--- src/rtl/rv_isa_pkg.sv ---
package rv_isa_pkg;

  typedef logic [63:0] xlen_t;
  typedef logic [31:0] inst_t;
  typedef logic [4:0]  reg_idx_t;

  // ******************************
  // Major opcodes
  // ******************************
  localparam logic [6:0] OPC_OP     = 7'b0110011;
  localparam logic [6:0] OPC_OP_IMM = 7'b0010011;
  localparam logic [6:0] OPC_LUI    = 7'b0110111;
  localparam logic [6:0] OPC_AUIPC  = 7'b0010111;
  localparam logic [6:0] OPC_JAL    = 7'b1101111;
  localparam logic [6:0] OPC_JALR   = 7'b1100111;
  localparam logic [6:0] OPC_BRANCH = 7'b1100011;
  localparam logic [6:0] OPC_LOAD   = 7'b0000011;
  localparam logic [6:0] OPC_STORE  = 7'b0100011;
  localparam logic [6:0] OPC_SYSTEM = 7'b1110011;

  // ******************************
  // Function fields
  // ******************************
  localparam logic [2:0] F3_ADD_SUB = 3'b000;
  localparam logic [2:0] F3_SLL     = 3'b001;
  localparam logic [2:0] F3_SLT     = 3'b010;
  localparam logic [2:0] F3_XOR     = 3'b100;
  localparam logic [2:0] F3_SRL     = 3'b101;
  localparam logic [2:0] F3_OR      = 3'b110;
  localparam logic [2:0] F3_AND     = 3'b111;
  localparam logic [2:0] F3_BEQ     = 3'b000;
  localparam logic [2:0] F3_BNE     = 3'b001;
  localparam logic [2:0] F3_BLT     = 3'b100;
  localparam logic [2:0] F3_BGE     = 3'b101;
  localparam logic [2:0] F3_JALR    = 3'b000;
  localparam logic [2:0] F3_LD      = 3'b011;
  localparam logic [2:0] F3_SD      = 3'b011;

  localparam logic [6:0] F7_BASE = 7'b0000000;
  localparam logic [6:0] F7_SUB  = 7'b0100000;

  localparam inst_t EBREAK_INST = 32'h0010_0073;

endpackage
--- src/rtl/reg_file.sv ---
`timescale 1ns/1ps

module reg_file (
  input  logic                 clk_i,
  input  logic                 arst_n_i,
  input  logic                 wen_i,
  input  rv_isa_pkg::reg_idx_t waddr_i,
  input  rv_isa_pkg::xlen_t    wdata_i,
  input  rv_isa_pkg::reg_idx_t raddr1_i,
  input  rv_isa_pkg::reg_idx_t raddr2_i,
  output rv_isa_pkg::xlen_t    rdata1_o,
  output rv_isa_pkg::xlen_t    rdata2_o
);

  // Only x1 to x31 are stored
  rv_isa_pkg::xlen_t regs_q [1:31];

  always_ff @(posedge clk_i or negedge arst_n_i) begin
    if (!arst_n_i) begin
      for (int i = 1; i < 32; i++) begin
        regs_q[i] <= '0;
      end
    end else if (wen_i && (waddr_i != 5'd0)) begin
      regs_q[waddr_i] <= wdata_i;
    end
  end

  assign rdata1_o = (raddr1_i == 5'd0) ? '0 : regs_q[raddr1_i];
  assign rdata2_o = (raddr2_i == 5'd0) ? '0 : regs_q[raddr2_i];

endmodule

--- config.mk ---
export PLATFORM = sky130hd
export DESIGN_NAME = reg_file
export DESIGN_NICKNAME = d
export VERILOG_FILES = /design/src/rtl/rv_isa_pkg.sv /design/src/rtl/reg_file.sv
export SDC_FILE = /design/constraint.sdc
export NUM_CORES = 2
export LEC_CHECK = 0
export BUFFER_PORTS_ARGS = -buffer_cell sky130_fd_sc_hd__buf_2
export CAP_MARGIN = 10
export CORE_MARGIN = 3
export CORE_UTILIZATION = 55
export CTS_CLUSTER_SIZE = 16
export DETAILED_ROUTE_END_ITERATION = 7
export PLACE_DENSITY = 0.71
export REMOVE_ABC_BUFFERS = 1
export SLEW_MARGIN = 20
export SYNTH_ARGS = -nofsm -noshare
export SYNTH_HDL_FRONTEND = slang
export SYNTH_SLANG_ARGS = --single-unit
--- constraint.sdc ---
create_clock -name clk_i -period 2.6 [get_ports clk_i]
set_input_delay 0.13 -clock clk_i [delete_from_list [all_inputs] [get_ports clk_i]]
set_output_delay 0.13 -clock clk_i [all_outputs]
set_load 0.01 [all_outputs]
==> flow_summary.json <==
{
  "status": "complete, but fails checks",
  "violations": "negative setup slack",
  "netSwitchingPower_w": 0.0261,
  "drv_slew": 0,
  "crit_path_max_fanout": 2,
  "fmax_mhz": 345,
  "die_y_um": 446,
  "p_per_area_nw_per_um2": 766,
  "grt_max_degree": 141,
  "dpl_worst_slack_ns": -0.00494,
  "async_flop_share_pct": 100,
  "wire_per_inst_um": 32.4,
  "synth_area_um2": 107000,
  "synth_cells": 7449,
  "r2r_cells": 4,
  "antenna_found_initial": 16,
  "finClkSkew_ns": 0,
  "drtIter0Drc": 7414,
  "yosys_warnings": 0,
  "rows": 161,
  "synth_flop_cell": "dfrtp_1",
  "ys_top_cells_by_area": "dfrtp_1 (47%), mux2_2 (23%), mux4_2 (16%), mux2i_1 (4.3%), clkbuf_1 (1.6%)",
  "layout_setup_ws_ns": -0.295,
  "setup_tns_ns": -5.02,
  "power.share.sequential_pct": 44.0,
  "drc_errors": 0,
  "clk_pin_slew_worst_paths_ns": 0.06,
  "setup_viol": 59,
  "peakVddDrop_uv": 627,
  "p_comb_share_pct": 21.9,
  "dp_hpwl_mm": 199,
  "ys_ff_latch": 1984,
  "drtAntennaViolNets": 0,
  "cts_buffers": 208,
  "wl_mm": 336,
  "fin_crit_sh_pct": 111,
  "port-buffer-count": 209,
  "relSlewSlack_pct": 39.8,
  "min_path_type": "input port to flip-flop",
  "cts-root-buf": "clkbuf_16",
  "vias": 72320,
  "stdcell_count": 10392,
  "htreeDepth": 4,
  "synth_cell_types": 44,
  "grt.total_usage_pct": 33.7,
  "syn-mean-instance-area_um2": 14.3,
  "required_ns": 2.47,
  "synth_edf_count": 0,
  "crit_type": "flip-flop to primary output",
  "whs_path_depth": 4,
  "syn_to_final_growth_pct": 15.5,
  "fp.dieW_um": 446,
  "clk_latency_ns": 0.85,
  "leakage_nw": 54.4,
  "worst_pin_slew_ns": 0.895,
  "hold_viol_final": 0,
  "end_kind": "primary output",
  "cp-start-kind": "flip-flop",
  "arrival_ns": 2.77,
  "regMostFlops": "regs_q",
  "detail_route.vias_per_cell": 6.96,
  "synth_top_cell_by_area": "dfrtp_1",
  "die_area_um2": 199000,
  "grt_remaining_overflow": 0,
  "drive_gt1_share_pct": 54.0,
  "core-area_um2": 193000,
  "max-cap-violations": 0,
  "largest_reg_flops": 1984,
  "dp.cells": 9815,
  "top_regs": "regs_q: 1984 flops",
  "final_nets": 7763,
  "clkPwrFrac_pct": 34.1,
  "hold-worst-slack_ns": 0.0996,
  "start_util_pct": 55.4,
  "cts_sinks": 1984,
  "grt_pass1_vias": 74884,
  "gp_congestion": 0.849,
  "cts_buffer_depth": 3,
  "cts_tree": "built",
  "rsz0062_at_grt": "true",
  "yosysSeqAreaShare_pct": 46.5,
  "num_io_pins": 210,
  "sw_frac_of_total_pct": 27.6,
  "grt_pass1_wl_mm": 500,
  "dr.pass1.iters": 5,
  "intPower_w": 0.0683,
  "min_period_ns": 2.90,
  "netlist.area_leader.share_pct": 46.5
}
==> final timing paths <==
kind | startpoint | to | slack, ns
hold reg to reg | regs_q[865] | regs_q[865] | 0.52
min in group asynchronous | arst_n_i | regs_q[220] | 0.40
max in group asynchronous | arst_n_i | regs_q[1490] | 0.96
setup reg to reg | regs_q[1575] | regs_q[1575] | 1.48
setup / recovery | regs_q[1314] | rdata1_o[34] | -0.30
hold / removal | waddr_i[2] | regs_q[200] | 0.1
==> synthesized netlist by cell type (all sizes together), types with 15 or more instances <==
cell type and number:
buf 356, mux4 748, nor2b 121, a22oi 75, a21oi 121, or3 16, o32a 18, nand3 19
nand2 254, mux2 2185, o21ai 105, clkbuf 446, o221ai 15, o211ai 79, mux2i 458, dfrtp 1984
nor2 105, nor3 88, a31oi 68, a221oi 120
==> layout make-up <==
class	instances	area, um2
Antenna cell	10	25.0
Clock buffer	290	6070
Sequential cell	1984	49600
Clock inverter	95	1380
Inverter	1	6.26
Timing Repair Buffer	824	8300
Tap cell	2526	3160
Fill cell	13948	69400
Multi-Input combinational cell	4662	54500
==> cells in the final DEF, fill, tap and decap left out, drive strengths merged, types with 49 or more instances in the layout <==
cell | netlist | routed
mux2 | 2185 | 2185
dfrtp | 1984 | 1984
buf | 356 | 757
mux4 | 748 | 748
mux2i | 458 | 458
clkbuf | 446 | 291
nand2 | 254 | 254
a21oi | 121 | 121
nor2b | 121 | 121
a221oi | 120 | 120
nor2 | 105 | 105
o21ai | 105 | 105
nor3 | 88 | 88
o211ai | 79 | 79
a22oi | 75 | 75
a31oi | 68 | 68
dlygate4sd3 | 0 | 66
clkinv | 0 | 49
==> repair_timing <==
action | in CTS | in global routing
setup buffers | 88 | 28
hold buffers | 67 | 0
pin swaps | 85 | 61
endpoints found under the hold margin | 3968 | 0
endpoints found under the setup margin | 120 | 124
resized for setup | 221 | 82
==> metal layers <==
layer  vias up  track usage, %  wire length (um)
li1      28989               -                 -
met4         4            16.9             18200
met2      3601            53.1            159000
met1     38816            45.4            132000
met5         -               0                23
met3       910            5.83             26900
==> critical path, stage by stage (launching register included) <==
cell      delay, ns
dfrtp_1        0.41
mux4_2         0.49
nor2_2         0.12
a21oi_1        0.07
a311oi_2       0.42
a31oi_1        0.08
buf_4          0.19
buf_6          0.12
==> per-stage QoR <==
stage               total power [W]  util [%]  area, um2
floorplan                    0.0536         -     103000
global placement             0.0600      58.7     113000
detailed placement           0.0611      58.7     113000
CTS                          0.0941      63.7     123000
global route                 0.0981      63.9     123000
finish                       0.0944      63.9     123000
==> cell families (layout without fill, tap and decap cells) <==
logic type	Yosys count	count (layout)	share of synthesized area, %
muxes	3391	3391	43.2
DFF	1984	1984	46.5
buffers and inverters	803	1210	3.37
AOI/OAI and AO/OA	651	651	4.21
and+or+nand+nor	620	620	2.69
other	0	10	0
==> power by group through the flow <==
stage          combinational, W  clock [W]  sequential (W)
2_1_floorplan            0.0134          0          0.0402
3_3_place_gp             0.0187          0          0.0413
3_5_place_dp             0.0192          0          0.0418
4_1_cts                  0.0203     0.0325          0.0413
5_1_grt                  0.0221     0.0338          0.0422
6_report                 0.0206     0.0322          0.0415
Note: power is estimated with default switching activity, not from simulation.
