--- src/rtl/rv_isa_pkg.sv ---
package rv_isa_pkg;

  typedef logic [63:0] xlen_t;
  typedef logic [31:0] inst_t;
  typedef logic [4:0]  reg_idx_t;

  // ******************************
  // Major opcodes
  // ******************************
  localparam logic [6:0] OPC_OP     = 7'b0110011;
  localparam logic [6:0] OPC_OP_IMM = 7'b0010011;
  localparam logic [6:0] OPC_LUI    = 7'b0110111;
  localparam logic [6:0] OPC_AUIPC  = 7'b0010111;
  localparam logic [6:0] OPC_JAL    = 7'b1101111;
  localparam logic [6:0] OPC_JALR   = 7'b1100111;
  localparam logic [6:0] OPC_BRANCH = 7'b1100011;
  localparam logic [6:0] OPC_LOAD   = 7'b0000011;
  localparam logic [6:0] OPC_STORE  = 7'b0100011;
  localparam logic [6:0] OPC_SYSTEM = 7'b1110011;

  // ******************************
  // Function fields
  // ******************************
  localparam logic [2:0] F3_ADD_SUB = 3'b000;
  localparam logic [2:0] F3_SLL     = 3'b001;
  localparam logic [2:0] F3_SLT     = 3'b010;
  localparam logic [2:0] F3_XOR     = 3'b100;
  localparam logic [2:0] F3_SRL     = 3'b101;
  localparam logic [2:0] F3_OR      = 3'b110;
  localparam logic [2:0] F3_AND     = 3'b111;
  localparam logic [2:0] F3_BEQ     = 3'b000;
  localparam logic [2:0] F3_BNE     = 3'b001;
  localparam logic [2:0] F3_BLT     = 3'b100;
  localparam logic [2:0] F3_BGE     = 3'b101;
  localparam logic [2:0] F3_JALR    = 3'b000;
  localparam logic [2:0] F3_LD      = 3'b011;
  localparam logic [2:0] F3_SD      = 3'b011;

  localparam logic [6:0] F7_BASE = 7'b0000000;
  localparam logic [6:0] F7_SUB  = 7'b0100000;

  localparam inst_t EBREAK_INST = 32'h0010_0073;

endpackage
--- src/rtl/pc_unit.sv ---
`timescale 1ns/1ps

module pc_unit #(
  parameter rv_isa_pkg::xlen_t RESET_PC = '0
) (
  input  logic              clk_i,
  input  logic              arst_n_i,
  input  logic              run_i,
  input  logic              is_ebreak_i,
  input  logic              redirect_i,
  input  rv_isa_pkg::xlen_t target_i,
  output rv_isa_pkg::xlen_t pc_o,
  output rv_isa_pkg::xlen_t pc4_o,
  output logic              active_o,
  output logic              halt_o
);

  rv_isa_pkg::xlen_t pc_q;
  rv_isa_pkg::xlen_t next_pc;
  logic              halted_q;

  assign active_o = run_i & ~halted_q;
  assign pc4_o    = pc_q + 64'd4;
  assign next_pc  = redirect_i ? target_i : pc4_o;

  // On EBREAK the PC is left on the EBREAK itself
  always_ff @(posedge clk_i or negedge arst_n_i) begin
    if (!arst_n_i) begin
      pc_q     <= RESET_PC;
      halted_q <= 1'b0;
    end else if (active_o) begin
      if (is_ebreak_i) begin
        halted_q <= 1'b1;
      end else begin
        pc_q <= next_pc;
      end
    end
  end

  assign pc_o   = pc_q;
  assign halt_o = halted_q;

endmodule

--- config.mk ---
export PLATFORM = sky130hd
export DESIGN_NAME = pc_unit
export DESIGN_NICKNAME = d
export VERILOG_FILES = /design/src/rtl/rv_isa_pkg.sv /design/src/rtl/pc_unit.sv
export SDC_FILE = /design/constraint.sdc
export NUM_CORES = 1
export LEC_CHECK = 0
export ABC_AREA = 0
export ABC_CLOCK_PERIOD_IN_PS = 4400
export BUFFER_PORTS_ARGS = -buffer_cell sky130_fd_sc_hd__buf_4
export CAP_MARGIN = 0
export CORE_ASPECT_RATIO = 2
export CORE_UTILIZATION = 55
export CTS_CLUSTER_DIAMETER = 150
export DETAILED_ROUTE_END_ITERATION = 6
export PLACE_DENSITY = 0.88
export REMOVE_ABC_BUFFERS = 1
export SETUP_SLACK_MARGIN = 0.15
export SYNTH_ARGS = -nofsm -noshare
export SYNTH_HDL_FRONTEND = slang
export SYNTH_SLANG_ARGS = --single-unit
--- constraint.sdc ---
create_clock -name clk_i -period 4.4 [get_ports clk_i]
set_input_delay 0 -clock clk_i [delete_from_list [all_inputs] [get_ports clk_i]]
set_output_delay 0 -clock clk_i [all_outputs]
set_load 0.1 [all_outputs]
==> impl_metrics.py <==
metrics = {
    "run_status": {
        "status": "finished, violations left",
        "violations": "negative hold slack",
    },
    "global_route": {
        "grt_pass1_wl_um": 31580,
        "grt_max_degree": 72,
        "grt_pass1_vias": 6219,
        "grt.overflow.total": 0,
        "antenna_found_initial": 0,
        "grt.total_usage_pct": 40.14,
    },
    "logic_synthesis": {
        "yosys_most_used_dff": "dfrtp_1",
        "synth.cell_area_mm2": 0.005335,
        "yosys_warnings": 0,
        "yosysSeqAreaShare_pct": 30.49,
        "yosysUniqueCellTypes": 60,
        "ys_ff_latch": 65,
        "synthArstFlopShare_pct": 100.0,
        "syn_avg_cell_area_um2": 7.975,
        "netlist_instances": 669,
        "synth-edff-count": 0,
    },
    "setup_path": {
        "r2r_end": "pc_o[61]$_DFFE_PN0P_",
        "slowest_delay_ns": 0.57,
        "path_cells": "ha_1 > nand3_2 > nor3_2 > nand4_1 > nor3_1 > xor2_1 > buf_4",
        "end_kind": "primary output",
        "startpoint_type": "register",
        "cp_max_fo": 12,
        "r2r_cells": 5,
        "cp_top_family": "simple AND/OR/NAND/NOR gates",
        "critPathBufInv": 1,
        "crit_type": "reg2out",
        "reg2reg_slack_ns": 1.53,
        "crit_arrival_ns": 3.26,
        "rr_startpoint": "pc_o[4]$_DFFE_PN0P_",
        "cp_slowest_cell": "nand4_1",
        "crit_required_ns": 4.40,
    },
    "sta": {
        "maxSlewViolCount": 0,
        "setup_viol": 0,
        "tightest_slew_ns": 1.072,
        "fin_crit_sh_pct": 74.09,
        "slew_headroom_pct": 27.96,
        "hold_violations": 1,
        "clock_skew_ns": 0.008271,
        "finalWorstSetupSlack_ns": 1.140,
        "whs_ns": -0.03112,
        "rsz0062_at_grt": "no",
        "layout_min_cycle_time_ns": 3.260,
        "max_freq_mhz": 306.7,
    },
    "route": {
        "drtIter0Drc": 693,
        "antenna_left": 0,
        "wl_um": 20250,
        "vias": 6478,
        "drcViolationCount": 0,
        "vias_per_cell": 6.706,
        "first_pass_iters": 7,
        "wl_per_cell_um": 20.96,
    },
    "worst_hold_path": {
        "min_from": "target_i[8]",
        "whs_path_depth": 3,
        "holdPathEnd": "pc_o[8]$_DFFE_PN0P_",
        "hold_class": "in2reg",
    },
    "floorplanning": {
        "die-area_mm2": 0.01012,
        "core_mm2": 0.009384,
        "die_w_um": 71.64,
        "fp.dieH_um": 141.3,
        "pin_count": 199,
        "floorplan.initialDensity_pct": 56.85,
        "rows": 50,
    },
    "clocking": {
        "clk_path_buf_depth": 2,
        "worst_skew_pair.late_latency_ns": 0.34,
        "postCtsSetupRepairBufs": 0,
        "htreeDepth": 3,
        "hold_buffers": 37,
        "ctsResizeCount": 0,
        "clock_sinks": 65,
        "root_buffer": "clkbuf_16",
        "cts_tree": "yes",
        "path_clk_slew_ns": 0.06,
        "cts_buffers": 9,
    },
    "power": {
        "max-vdd-ir-drop_v": 0.0003101,
        "p_leak_nw": 3.287,
        "power_mw": 3.063,
        "pwr_density_cell_mw_per_mm2": 416.2,
    },
    "flow_run": {
        "cap_violations": 0,
    },
    "cells_and_area": {
        "nets": 927,
        "layout-drive-gt1-share_pct": 27.96,
        "layout-area-overhead-vs-synth_pct": 37.92,
        "finish.utilization_pct": 78.41,
        "diodes": 0,
    },
    "placement": {
        "post-place-ws_ns": 1.594,
        "gp_congestion": 0.9837,
        "hpwlAfterDp_um": 13750,
        "io_buffers": 198,
    },
}
## kinds of logic (layout without fill, tap and decap cells)
kind of cell,count (synthesis),after routing,share of synthesized area [%]
simple gates,334,334,36.26
compound gates,127,127,15.64
xor+xnor,60,60,9.850
flops,65,65,30.49
fa+ha+maj,1,1,0.2345
mux,9,9,1.689
buf+inv,73,266,5.840
## worst min-delay path: stages
cell     delay (ns)
buf_4          0.08
mux2i_1        0.05
o21ai_0        0.14
## layout by cell type, fill, tap and decap left out, drive strengths merged, types with 8 or more instances in the layout
cell type      n
clkbuf        12
xnor2         32
nand3         66
mux2i          9
dlygate4sd3   37
nand4         36
inv            9
o21ai         29
and3          28
o22ai         10
nor3          34
nor4          26
a21oi         32
a2bb2oi        8
nand2         58
nor2          46
dfrtp         65
xor2          28
buf          203
or4           11
## routing by layer
layer	vias to the layer above	global-route usage (%)	wire (um)
met1	3023	43.37	6728
li1	2867	-	-
met3	115	6.818	1571
met2	473	70.36	10730
met5	-	0	0
met4	0	26.32	1223
## cell type report
type                    count  area (um^2)
multi-input cells         531         3413
fillers                   654         2026
repair buffers            240         1894
flip-flops and latches     65         1627
clock buffers              12        236.5
well taps                 104        130.1
inverters                  10        37.54
clock inverters             4        20.02
## flip-flops by register name (all words and copies together) (netlist names)
signal and cells:
halt_o 1, pc_o 64
## worst max-delay path by stage
stage | from | depth (start not counted) | endpoint
2_1_floorplan | pc_o[17]$_DFFE_PN0P_ | 5 | pc4_o[58]
3_3_place_gp | pc_o[13]$_DFFE_PN0P_ | 6 | pc4_o[45]
3_5_place_dp | pc_o[4]$_DFFE_PN0P_ | 6 | pc4_o[49]
4_1_cts | pc_o[4]$_DFFE_PN0P_ | 6 | pc4_o[45]
5_1_grt | pc_o[4]$_DFFE_PN0P_ | 6 | pc4_o[45]
6_report | pc_o[2]$_DFFE_PN0P_ | 7 | pc4_o[54]
## Yosys cell counts (8+ instances only)
cell | count | area share (%)
xor2_1 | 28 | 4.6
o21ai_0 | 28 | 2.6
inv_1 | 10 | 0.70
a2bb2oi_1 | 8 | 1.3
o22ai_1 | 10 | 1.2
nand3_1 | 61 | 5.7
buf_2 | 19 | 1.8
nor2_1 | 46 | 3.2
mux2i_1 | 9 | 1.7
nor4_1 | 21 | 2.5
nand4_1 | 28 | 3.3
clkbuf_1 | 38 | 2.7
and3_1 | 27 | 3.2
dfrtp_1 | 65 | 30
nand2_1 | 58 | 4.1
nor3_1 | 32 | 3.0
xnor2_1 | 32 | 5.3
or4_1 | 11 | 1.5
a21oi_1 | 32 | 3.0
## report_power, final
group / total, mW / internal (mW) / switching [mW]
clock: 0.639 / 0.377 / 0.262
sequential: 0.815 / 0.663 / 0.152
combinational: 1.61 / 0.343 / 1.26
total: 3.06 / 1.38 / 1.68
## per-stage QoR
stage / area (um^2) / std cells / setup TNS [ns]
global placement: 6731 / 913 / 0
detailed placement: 6731 / 913 / 0
global route: 7358 / 966 / 0
CTS: 7358 / 966 / 0
finish: 7358 / 966 / 0
floorplan: 5061 / 606 / -1.911
Note: power is estimated with default switching activity, not from simulation.
