`config.mk`:
```
export PLATFORM = sky130hd
export DESIGN_NAME = inst_decoder
export DESIGN_NICKNAME = d
export VERILOG_FILES = /design/src/rtl/core_ctrl_pkg.sv /design/src/rtl/rv_isa_pkg.sv /design/src/rtl/inst_decoder.sv
export SDC_FILE = /design/constraint.sdc
export NUM_CORES = 1
export LEC_CHECK = 0
export ABC_AREA = 1
export BUFFER_PORTS_ARGS = -buffer_cell sky130_fd_sc_hd__clkbuf_2
export CAP_MARGIN = 25
export CORE_ASPECT_RATIO = 0.5
export CORE_UTILIZATION = 41
export DETAILED_ROUTE_END_ITERATION = 16
export GPL_TIMING_DRIVEN = 0
export PLACE_DENSITY = 0.92
export SETUP_SLACK_MARGIN = 0.15
export SLEW_MARGIN = 30
export SYNTH_ARGS = -nofsm -noshare
export SYNTH_HDL_FRONTEND = slang
export SYNTH_SLANG_ARGS = --single-unit
export TNS_END_PERCENT = 1
```
`constraint.sdc`:
```
create_clock -name vclk -period 2.47
set_input_delay 0.1235 -clock vclk [all_inputs]
set_output_delay 0.1235 -clock vclk [all_outputs]
set_load 0.05 [all_outputs]
```
`src/rtl/core_ctrl_pkg.sv`:
```
package core_ctrl_pkg;

  typedef enum logic [3:0] {
    ALU_ADD    = 4'd0,
    ALU_SUB    = 4'd1,
    ALU_AND    = 4'd2,
    ALU_OR     = 4'd3,
    ALU_XOR    = 4'd4,
    ALU_SLT    = 4'd5,
    ALU_SLL    = 4'd6,
    ALU_SRL    = 4'd7,
    ALU_PASS_B = 4'd8
  } alu_op_e;

  typedef enum logic [1:0] {
    SRC_A_REG  = 2'd0,
    SRC_A_PC   = 2'd1,
    SRC_A_ZERO = 2'd2
  } src_a_sel_e;

  typedef enum logic {
    SRC_B_REG = 1'b0,
    SRC_B_IMM = 1'b1
  } src_b_sel_e;

  // JAL and JALR always redirect, the others only when the compare holds
  typedef enum logic [2:0] {
    BR_NONE = 3'd0,
    BR_EQ   = 3'd1,
    BR_NE   = 3'd2,
    BR_LT   = 3'd3,
    BR_GE   = 3'd4,
    BR_JAL  = 3'd5,
    BR_JALR = 3'd6
  } br_op_e;

  typedef enum logic [1:0] {
    WB_ALU = 2'd0,
    WB_MEM = 2'd1,
    WB_PC4 = 2'd2
  } wb_sel_e;

endpackage

```
`src/rtl/rv_isa_pkg.sv`:
```
package rv_isa_pkg;

  typedef logic [63:0] xlen_t;
  typedef logic [31:0] inst_t;
  typedef logic [4:0]  reg_idx_t;

  // ******************************
  // Major opcodes
  // ******************************
  localparam logic [6:0] OPC_OP     = 7'b0110011;
  localparam logic [6:0] OPC_OP_IMM = 7'b0010011;
  localparam logic [6:0] OPC_LUI    = 7'b0110111;
  localparam logic [6:0] OPC_AUIPC  = 7'b0010111;
  localparam logic [6:0] OPC_JAL    = 7'b1101111;
  localparam logic [6:0] OPC_JALR   = 7'b1100111;
  localparam logic [6:0] OPC_BRANCH = 7'b1100011;
  localparam logic [6:0] OPC_LOAD   = 7'b0000011;
  localparam logic [6:0] OPC_STORE  = 7'b0100011;
  localparam logic [6:0] OPC_SYSTEM = 7'b1110011;

  // ******************************
  // Function fields
  // ******************************
  localparam logic [2:0] F3_ADD_SUB = 3'b000;
  localparam logic [2:0] F3_SLL     = 3'b001;
  localparam logic [2:0] F3_SLT     = 3'b010;
  localparam logic [2:0] F3_XOR     = 3'b100;
  localparam logic [2:0] F3_SRL     = 3'b101;
  localparam logic [2:0] F3_OR      = 3'b110;
  localparam logic [2:0] F3_AND     = 3'b111;
  localparam logic [2:0] F3_BEQ     = 3'b000;
  localparam logic [2:0] F3_BNE     = 3'b001;
  localparam logic [2:0] F3_BLT     = 3'b100;
  localparam logic [2:0] F3_BGE     = 3'b101;
  localparam logic [2:0] F3_JALR    = 3'b000;
  localparam logic [2:0] F3_LD      = 3'b011;
  localparam logic [2:0] F3_SD      = 3'b011;

  localparam logic [6:0] F7_BASE = 7'b0000000;
  localparam logic [6:0] F7_SUB  = 7'b0100000;

  localparam inst_t EBREAK_INST = 32'h0010_0073;

endpackage
```
`src/rtl/inst_decoder.sv`:
```
`timescale 1ns/1ps

module inst_decoder (
  input  rv_isa_pkg::inst_t         inst_i,
  output rv_isa_pkg::reg_idx_t      rs1_o,
  output rv_isa_pkg::reg_idx_t      rs2_o,
  output rv_isa_pkg::reg_idx_t      rd_o,
  output rv_isa_pkg::xlen_t         imm_o,
  output core_ctrl_pkg::alu_op_e    alu_op_o,
  output core_ctrl_pkg::src_a_sel_e src_a_sel_o,
  output core_ctrl_pkg::src_b_sel_e src_b_sel_o,
  output core_ctrl_pkg::br_op_e     br_op_o,
  output logic                      reg_wen_o,
  output logic                      mem_wen_o,
  output logic                      mem_ren_o,
  output core_ctrl_pkg::wb_sel_e    wb_sel_o,
  output logic                      is_ebreak_o
);

  logic [6:0]        opcode;
  logic [2:0]        func3;
  logic [6:0]        func7;
  rv_isa_pkg::xlen_t imm_i_type;
  rv_isa_pkg::xlen_t imm_s_type;
  rv_isa_pkg::xlen_t imm_b_type;
  rv_isa_pkg::xlen_t imm_u_type;
  rv_isa_pkg::xlen_t imm_j_type;
  logic              rd_wen;

  assign opcode = inst_i[6:0];
  assign func3  = inst_i[14:12];
  assign func7  = inst_i[31:25];
  assign rs1_o  = inst_i[19:15];
  assign rs2_o  = inst_i[24:20];
  assign rd_o   = inst_i[11:7];

  // ******************************
  // Immediate formats
  // ******************************
  assign imm_i_type = {{52{inst_i[31]}}, inst_i[31:20]};
  assign imm_s_type = {{52{inst_i[31]}}, inst_i[31:25], inst_i[11:7]};
  assign imm_b_type = {{51{inst_i[31]}}, inst_i[31], inst_i[7], inst_i[30:25],
                       inst_i[11:8], 1'b0};
  assign imm_u_type = {{32{inst_i[31]}}, inst_i[31:12], 12'b0};
  assign imm_j_type = {{43{inst_i[31]}}, inst_i[31], inst_i[19:12], inst_i[20],
                       inst_i[30:21], 1'b0};

  // ******************************
  // Control
  // ******************************
  always_comb begin
    imm_o       = '0;
    alu_op_o    = core_ctrl_pkg::ALU_ADD;
    src_a_sel_o = core_ctrl_pkg::SRC_A_REG;
    src_b_sel_o = core_ctrl_pkg::SRC_B_REG;
    br_op_o     = core_ctrl_pkg::BR_NONE;
    wb_sel_o    = core_ctrl_pkg::WB_ALU;
    rd_wen      = 1'b0;
    mem_wen_o   = 1'b0;
    mem_ren_o   = 1'b0;
    is_ebreak_o = 1'b0;
    case (opcode)
      rv_isa_pkg::OPC_OP_IMM: begin
        if (func3 == rv_isa_pkg::F3_ADD_SUB) begin
          imm_o       = imm_i_type;
          src_b_sel_o = core_ctrl_pkg::SRC_B_IMM;
          rd_wen      = 1'b1;
        end
      end
      rv_isa_pkg::OPC_OP: begin
        rd_wen = (func7 == rv_isa_pkg::F7_BASE);
        case (func3)
          rv_isa_pkg::F3_ADD_SUB: begin
            if (func7 == rv_isa_pkg::F7_SUB) begin
              alu_op_o = core_ctrl_pkg::ALU_SUB;
              rd_wen   = 1'b1;
            end
          end
          rv_isa_pkg::F3_SLL: alu_op_o = core_ctrl_pkg::ALU_SLL;
          rv_isa_pkg::F3_SLT: alu_op_o = core_ctrl_pkg::ALU_SLT;
          rv_isa_pkg::F3_XOR: alu_op_o = core_ctrl_pkg::ALU_XOR;
          rv_isa_pkg::F3_SRL: alu_op_o = core_ctrl_pkg::ALU_SRL;
          rv_isa_pkg::F3_OR:  alu_op_o = core_ctrl_pkg::ALU_OR;
          rv_isa_pkg::F3_AND: alu_op_o = core_ctrl_pkg::ALU_AND;
          default:            rd_wen   = 1'b0;
        endcase
      end
      rv_isa_pkg::OPC_LUI: begin
        imm_o       = imm_u_type;
        alu_op_o    = core_ctrl_pkg::ALU_PASS_B;
        src_a_sel_o = core_ctrl_pkg::SRC_A_ZERO;
        src_b_sel_o = core_ctrl_pkg::SRC_B_IMM;
        rd_wen      = 1'b1;
      end
      rv_isa_pkg::OPC_AUIPC: begin
        imm_o       = imm_u_type;
        src_a_sel_o = core_ctrl_pkg::SRC_A_PC;
        src_b_sel_o = core_ctrl_pkg::SRC_B_IMM;
        rd_wen      = 1'b1;
      end
      rv_isa_pkg::OPC_JAL: begin
        imm_o    = imm_j_type;
        br_op_o  = core_ctrl_pkg::BR_JAL;
        wb_sel_o = core_ctrl_pkg::WB_PC4;
        rd_wen   = 1'b1;
      end
      rv_isa_pkg::OPC_JALR: begin
        if (func3 == rv_isa_pkg::F3_JALR) begin
          imm_o    = imm_i_type;
          br_op_o  = core_ctrl_pkg::BR_JALR;
          wb_sel_o = core_ctrl_pkg::WB_PC4;
          rd_wen   = 1'b1;
        end
      end
      rv_isa_pkg::OPC_BRANCH: begin
        imm_o = imm_b_type;
        case (func3)
          rv_isa_pkg::F3_BEQ: br_op_o = core_ctrl_pkg::BR_EQ;
          rv_isa_pkg::F3_BNE: br_op_o = core_ctrl_pkg::BR_NE;
          rv_isa_pkg::F3_BLT: br_op_o = core_ctrl_pkg::BR_LT;
          rv_isa_pkg::F3_BGE: br_op_o = core_ctrl_pkg::BR_GE;
          default:            br_op_o = core_ctrl_pkg::BR_NONE;
        endcase
      end
      rv_isa_pkg::OPC_LOAD: begin
        if (func3 == rv_isa_pkg::F3_LD) begin
          imm_o       = imm_i_type;
          src_b_sel_o = core_ctrl_pkg::SRC_B_IMM;
          mem_ren_o   = 1'b1;
          wb_sel_o    = core_ctrl_pkg::WB_MEM;
          rd_wen      = 1'b1;
        end
      end
      rv_isa_pkg::OPC_STORE: begin
        if (func3 == rv_isa_pkg::F3_SD) begin
          imm_o       = imm_s_type;
          src_b_sel_o = core_ctrl_pkg::SRC_B_IMM;
          mem_wen_o   = 1'b1;
        end
      end
      rv_isa_pkg::OPC_SYSTEM: begin
        is_ebreak_o = (inst_i == rv_isa_pkg::EBREAK_INST);
      end
      default: ;
    endcase
  end

  // A write to x0 is not a write at all
  assign reg_wen_o = rd_wen & (rd_o != 5'd0);

endmodule

```
==> results.txt <==
The flow ran to the end, and the final reports show no timing, DRC or antenna violations. The average detailed-routed wire length per instance is 11.9 microns, and the number of I/O port buffers is 127. The worst slack at placement is 0.106 ns, and the wire length of the first global-routing pass is 8110 microns.

The sequential cell count of the final layout came out at 0. The class of the tightest hold or removal check was input port to primary output. The routing layer with the top usage in global route is met2. The worst-case IR drop observed on VDD is 0.0669 mV. The share of synthesized area in the top cell type comes to 24.9%. The HPWL after detailed placement came out at 4640 microns.

The arrival time reported for the critical path endpoint was 1.95 ns. In this run the mean area of a mapped cell was 5.30 sq um. After detailed routing, the number of remaining DRC violations is 0. Once the floorplan was initialized, standard cells occupied 46.1% of the core.

Fill cell total of the finished layout: 323. In this run the cell area of the synthesized design comes to 0.00148 sq mm. The core region is 0.00321 sq mm. STA classifies the critical path endpoint as a primary output. The global routing usage on met2 is 46.8%.

The internal portion of the total power is 76.9 uW. The post-synthesis cell type count came out at 23. The sequential cell area fraction in the yosys report was 0%. The run gives 2.61% as the global-route track usage on met3. Based on the critical path, the design can be clocked at up to 0.482 GHz. The share of total power in the clock network is 0%, and the boundary pin count is 127. The number of nets handed over by synthesis was 311.

The count of endpoints failing setup in the final report is 0. On the critical path, the stage with the largest delay is an instance of sky130_fd_sc_hd__nor2_2. In this run the remaining antenna-violating nets after routing total 0.

The initial DRC count was 203; the critical path required time was 2.35 ns. The count of nets after finishing was 442; the die width was 86.9 microns. Yosys attributes the largest share of cell area to sky130_fd_sc_hd__buf_4, sky130_fd_sc_hd__nand2_1, sky130_fd_sc_hd__nand4_1. Summing over every cut layer, the via total after detailed routing is 2255. The tools report the number of max-cap violations as 0. The total overflow left after global routing is 0. For the via count of the first global-routing pass, the log shows 1819. Once the clock tree was built, the resizer swapped 0 gates to a different size.

The Yosys step of the flow raised 0 warnings. In this run the worst path has a maximum fanout of 21. The switching power total is 191 uW.

The number of antenna repair diodes was 0. Global routing used 35.1% of the available met1 tracks. The startpoint-to-endpoint class of the critical path is input port to primary output. Per report_power, the sequential group accounts for 0% of the total.

Area enclosed by the die boundary: 0.00387 sq mm. The tools report the detailed-routing iteration count for the pre-antenna-repair pass as 7. Power share of the combinational group: 100.0%.

In this design, the stage delay of the slowest critical-path cell is 0.31 ns. Summing all multi-input logic gate instances after layout gives 908 sq um. In the finished design, the share of the clock period the worst path needs comes to 84.1%. The critical path goes through clkbuf_2, nor2_1, nand2_4, nor2_2, nand2_1, buf_2, nand4_1, buf_4, buf_4, clkbuf_2.

Power comes to 267 uW. The number of failing hold endpoints at the final stage was 0. The run gives 0 as the clock buffer count.

The measured slew at the worst slew-check pin was 0.365 ns; the row count was 14. For the tightest hold margin, the log shows 0.678 ns. Reported leakage power: 1.48 nW.

The largest net degree at the start of global routing is 22, and the global-route total usage across every layer is 25.7%. Measured along the y axis, the die boundary spans 44.5 microns. The power density of the placed cells was 120 mW/mm^2. Of all cell types, the one taking the most synthesized area is sky130_fd_sc_hd__buf_4.

Setup repair after global routing left no endpoint under its margin. The combined flip-flop and latch cell area is 0 sq um, and the instance count of the mapped netlist is 279. STA classifies the critical path startpoint as an input port. The logs give 0.901 for the routability-driven placement congestion ratio and 75.5% for the remaining max-slew budget at the tightest pin. The growth of design area from synthesis to finish is 50.5%.

In the final timing run, aggregate negative setup slack is 0 ns. The final number of max-transition violations was 0; the number of antenna violations at the first check in global routing was 0. The share of layout cells above drive strength 1 is 50.5%, and the via-per-instance ratio is 4.95. Counting I/O delays and the setup requirement, the final critical path takes 2.08 ns. The run gives 0.394 ns as the worst setup margin. The total length of routed wires is 5430 microns, and the switching share of total power is 71.2%.
[cells by family (layout without fill, tap and decap cells)]
| kind of cell | after synthesis | count (layout) | synth area share, % |
|---|---|---|---|
| AND/OR/NAND/NOR | 146 | 146 | 48.4 |
| buffers and inverters | 103 | 232 | 40.9 |
| AO/OA/AOI/OAI | 30 | 30 | 10.7 |
[cell type report]
cell class | count | area share [%]
plain buffers | 57 | 19.4
inverters | 46 | 7.87
multi-input cells | 176 | 40.8
well taps | 48 | 2.70
repair buffers | 129 | 29.2
[worst max-delay path, delay by kind of cell]
| family | cells | cell delay (ns) |
|---|---|---|
| AND/OR/NAND/NOR | 5 | 0.86 |
| buffers and inverters | 5 | 0.95 |
[per-stage QoR]
step	util [%]	cells	instance area (sq um)
after floorplan	-	279	1520
after global placement	69.0	454	2210
after detailed placement	69.2	455	2220
after CTS	69.4	456	2230
after global routing	69.4	456	2230
final	69.4	456	2230
[layer usage]
metal / share of wire (%) / up-vias
li1: - / 1122
met1: 42 / 1008
met2: 48 / 125
met3: 9.4 / 0
met4: 0 / 0
met5: 0 / -
[path summary, 6_finish.rpt]
path / from / endpoint / cells past startpoint
max: inst_i[3] / imm_o[35] / 10
min: inst_i[5] / src_a_sel_o[0] / 3
[placed cells by master (no fill, tap or decap), types with 4 or more instances in the layout]
master / instances
sky130_fd_sc_hd__clkbuf_2: 127
sky130_fd_sc_hd__nand2_1: 55
sky130_fd_sc_hd__buf_4: 51
sky130_fd_sc_hd__inv_1: 42
sky130_fd_sc_hd__nand4_1: 27
sky130_fd_sc_hd__o21ai_0: 23
sky130_fd_sc_hd__nor2_1: 22
sky130_fd_sc_hd__nand3_1: 15
sky130_fd_sc_hd__nor3_1: 8
sky130_fd_sc_hd__nand2_2: 5
sky130_fd_sc_hd__buf_6: 4
sky130_fd_sc_hd__a21oi_1: 4
[what timing repair did]
item / in CTS / in global routing
endpoints found under the hold margin: 0 / 0
setup buffers: 1 / 0
hold buffers: 0 / 0
endpoints found under the setup margin: 20 / 0
[cell usage after synthesis]
library cell / number
sky130_fd_sc_hd__nand2_1: 56
sky130_fd_sc_hd__buf_4: 49
sky130_fd_sc_hd__inv_1: 43
sky130_fd_sc_hd__nand4_1: 27
sky130_fd_sc_hd__o21ai_0: 23
sky130_fd_sc_hd__nor2_1: 22
sky130_fd_sc_hd__nand3_1: 15
sky130_fd_sc_hd__nor3_1: 8
sky130_fd_sc_hd__nand2_2: 6
sky130_fd_sc_hd__a21oi_1: 4
sky130_fd_sc_hd__buf_6: 4
sky130_fd_sc_hd__buf_2: 3
sky130_fd_sc_hd__inv_2: 3
sky130_fd_sc_hd__nand3_2: 3
sky130_fd_sc_hd__nor2_2: 3
sky130_fd_sc_hd__nor3_2: 2
sky130_fd_sc_hd__nor4_1: 2
sky130_fd_sc_hd__a211oi_1: 1
sky130_fd_sc_hd__clkbuf_1: 1
sky130_fd_sc_hd__nand4_2: 1
sky130_fd_sc_hd__nor3b_1: 1
sky130_fd_sc_hd__o211ai_1: 1
sky130_fd_sc_hd__o21ai_2: 1
[power by group through the flow]
stage | Sequential, mW | Combinational (mW) | Clock (mW)
2_1_floorplan | 0 | 0.182 | 0
3_3_place_gp | 0 | 0.262 | 0
3_5_place_dp | 0 | 0.266 | 0
4_1_cts | 0 | 0.267 | 0
5_1_grt | 0 | 0.284 | 0
6_report | 0 | 0.267 | 0
(Power assumes the default switching activity.)
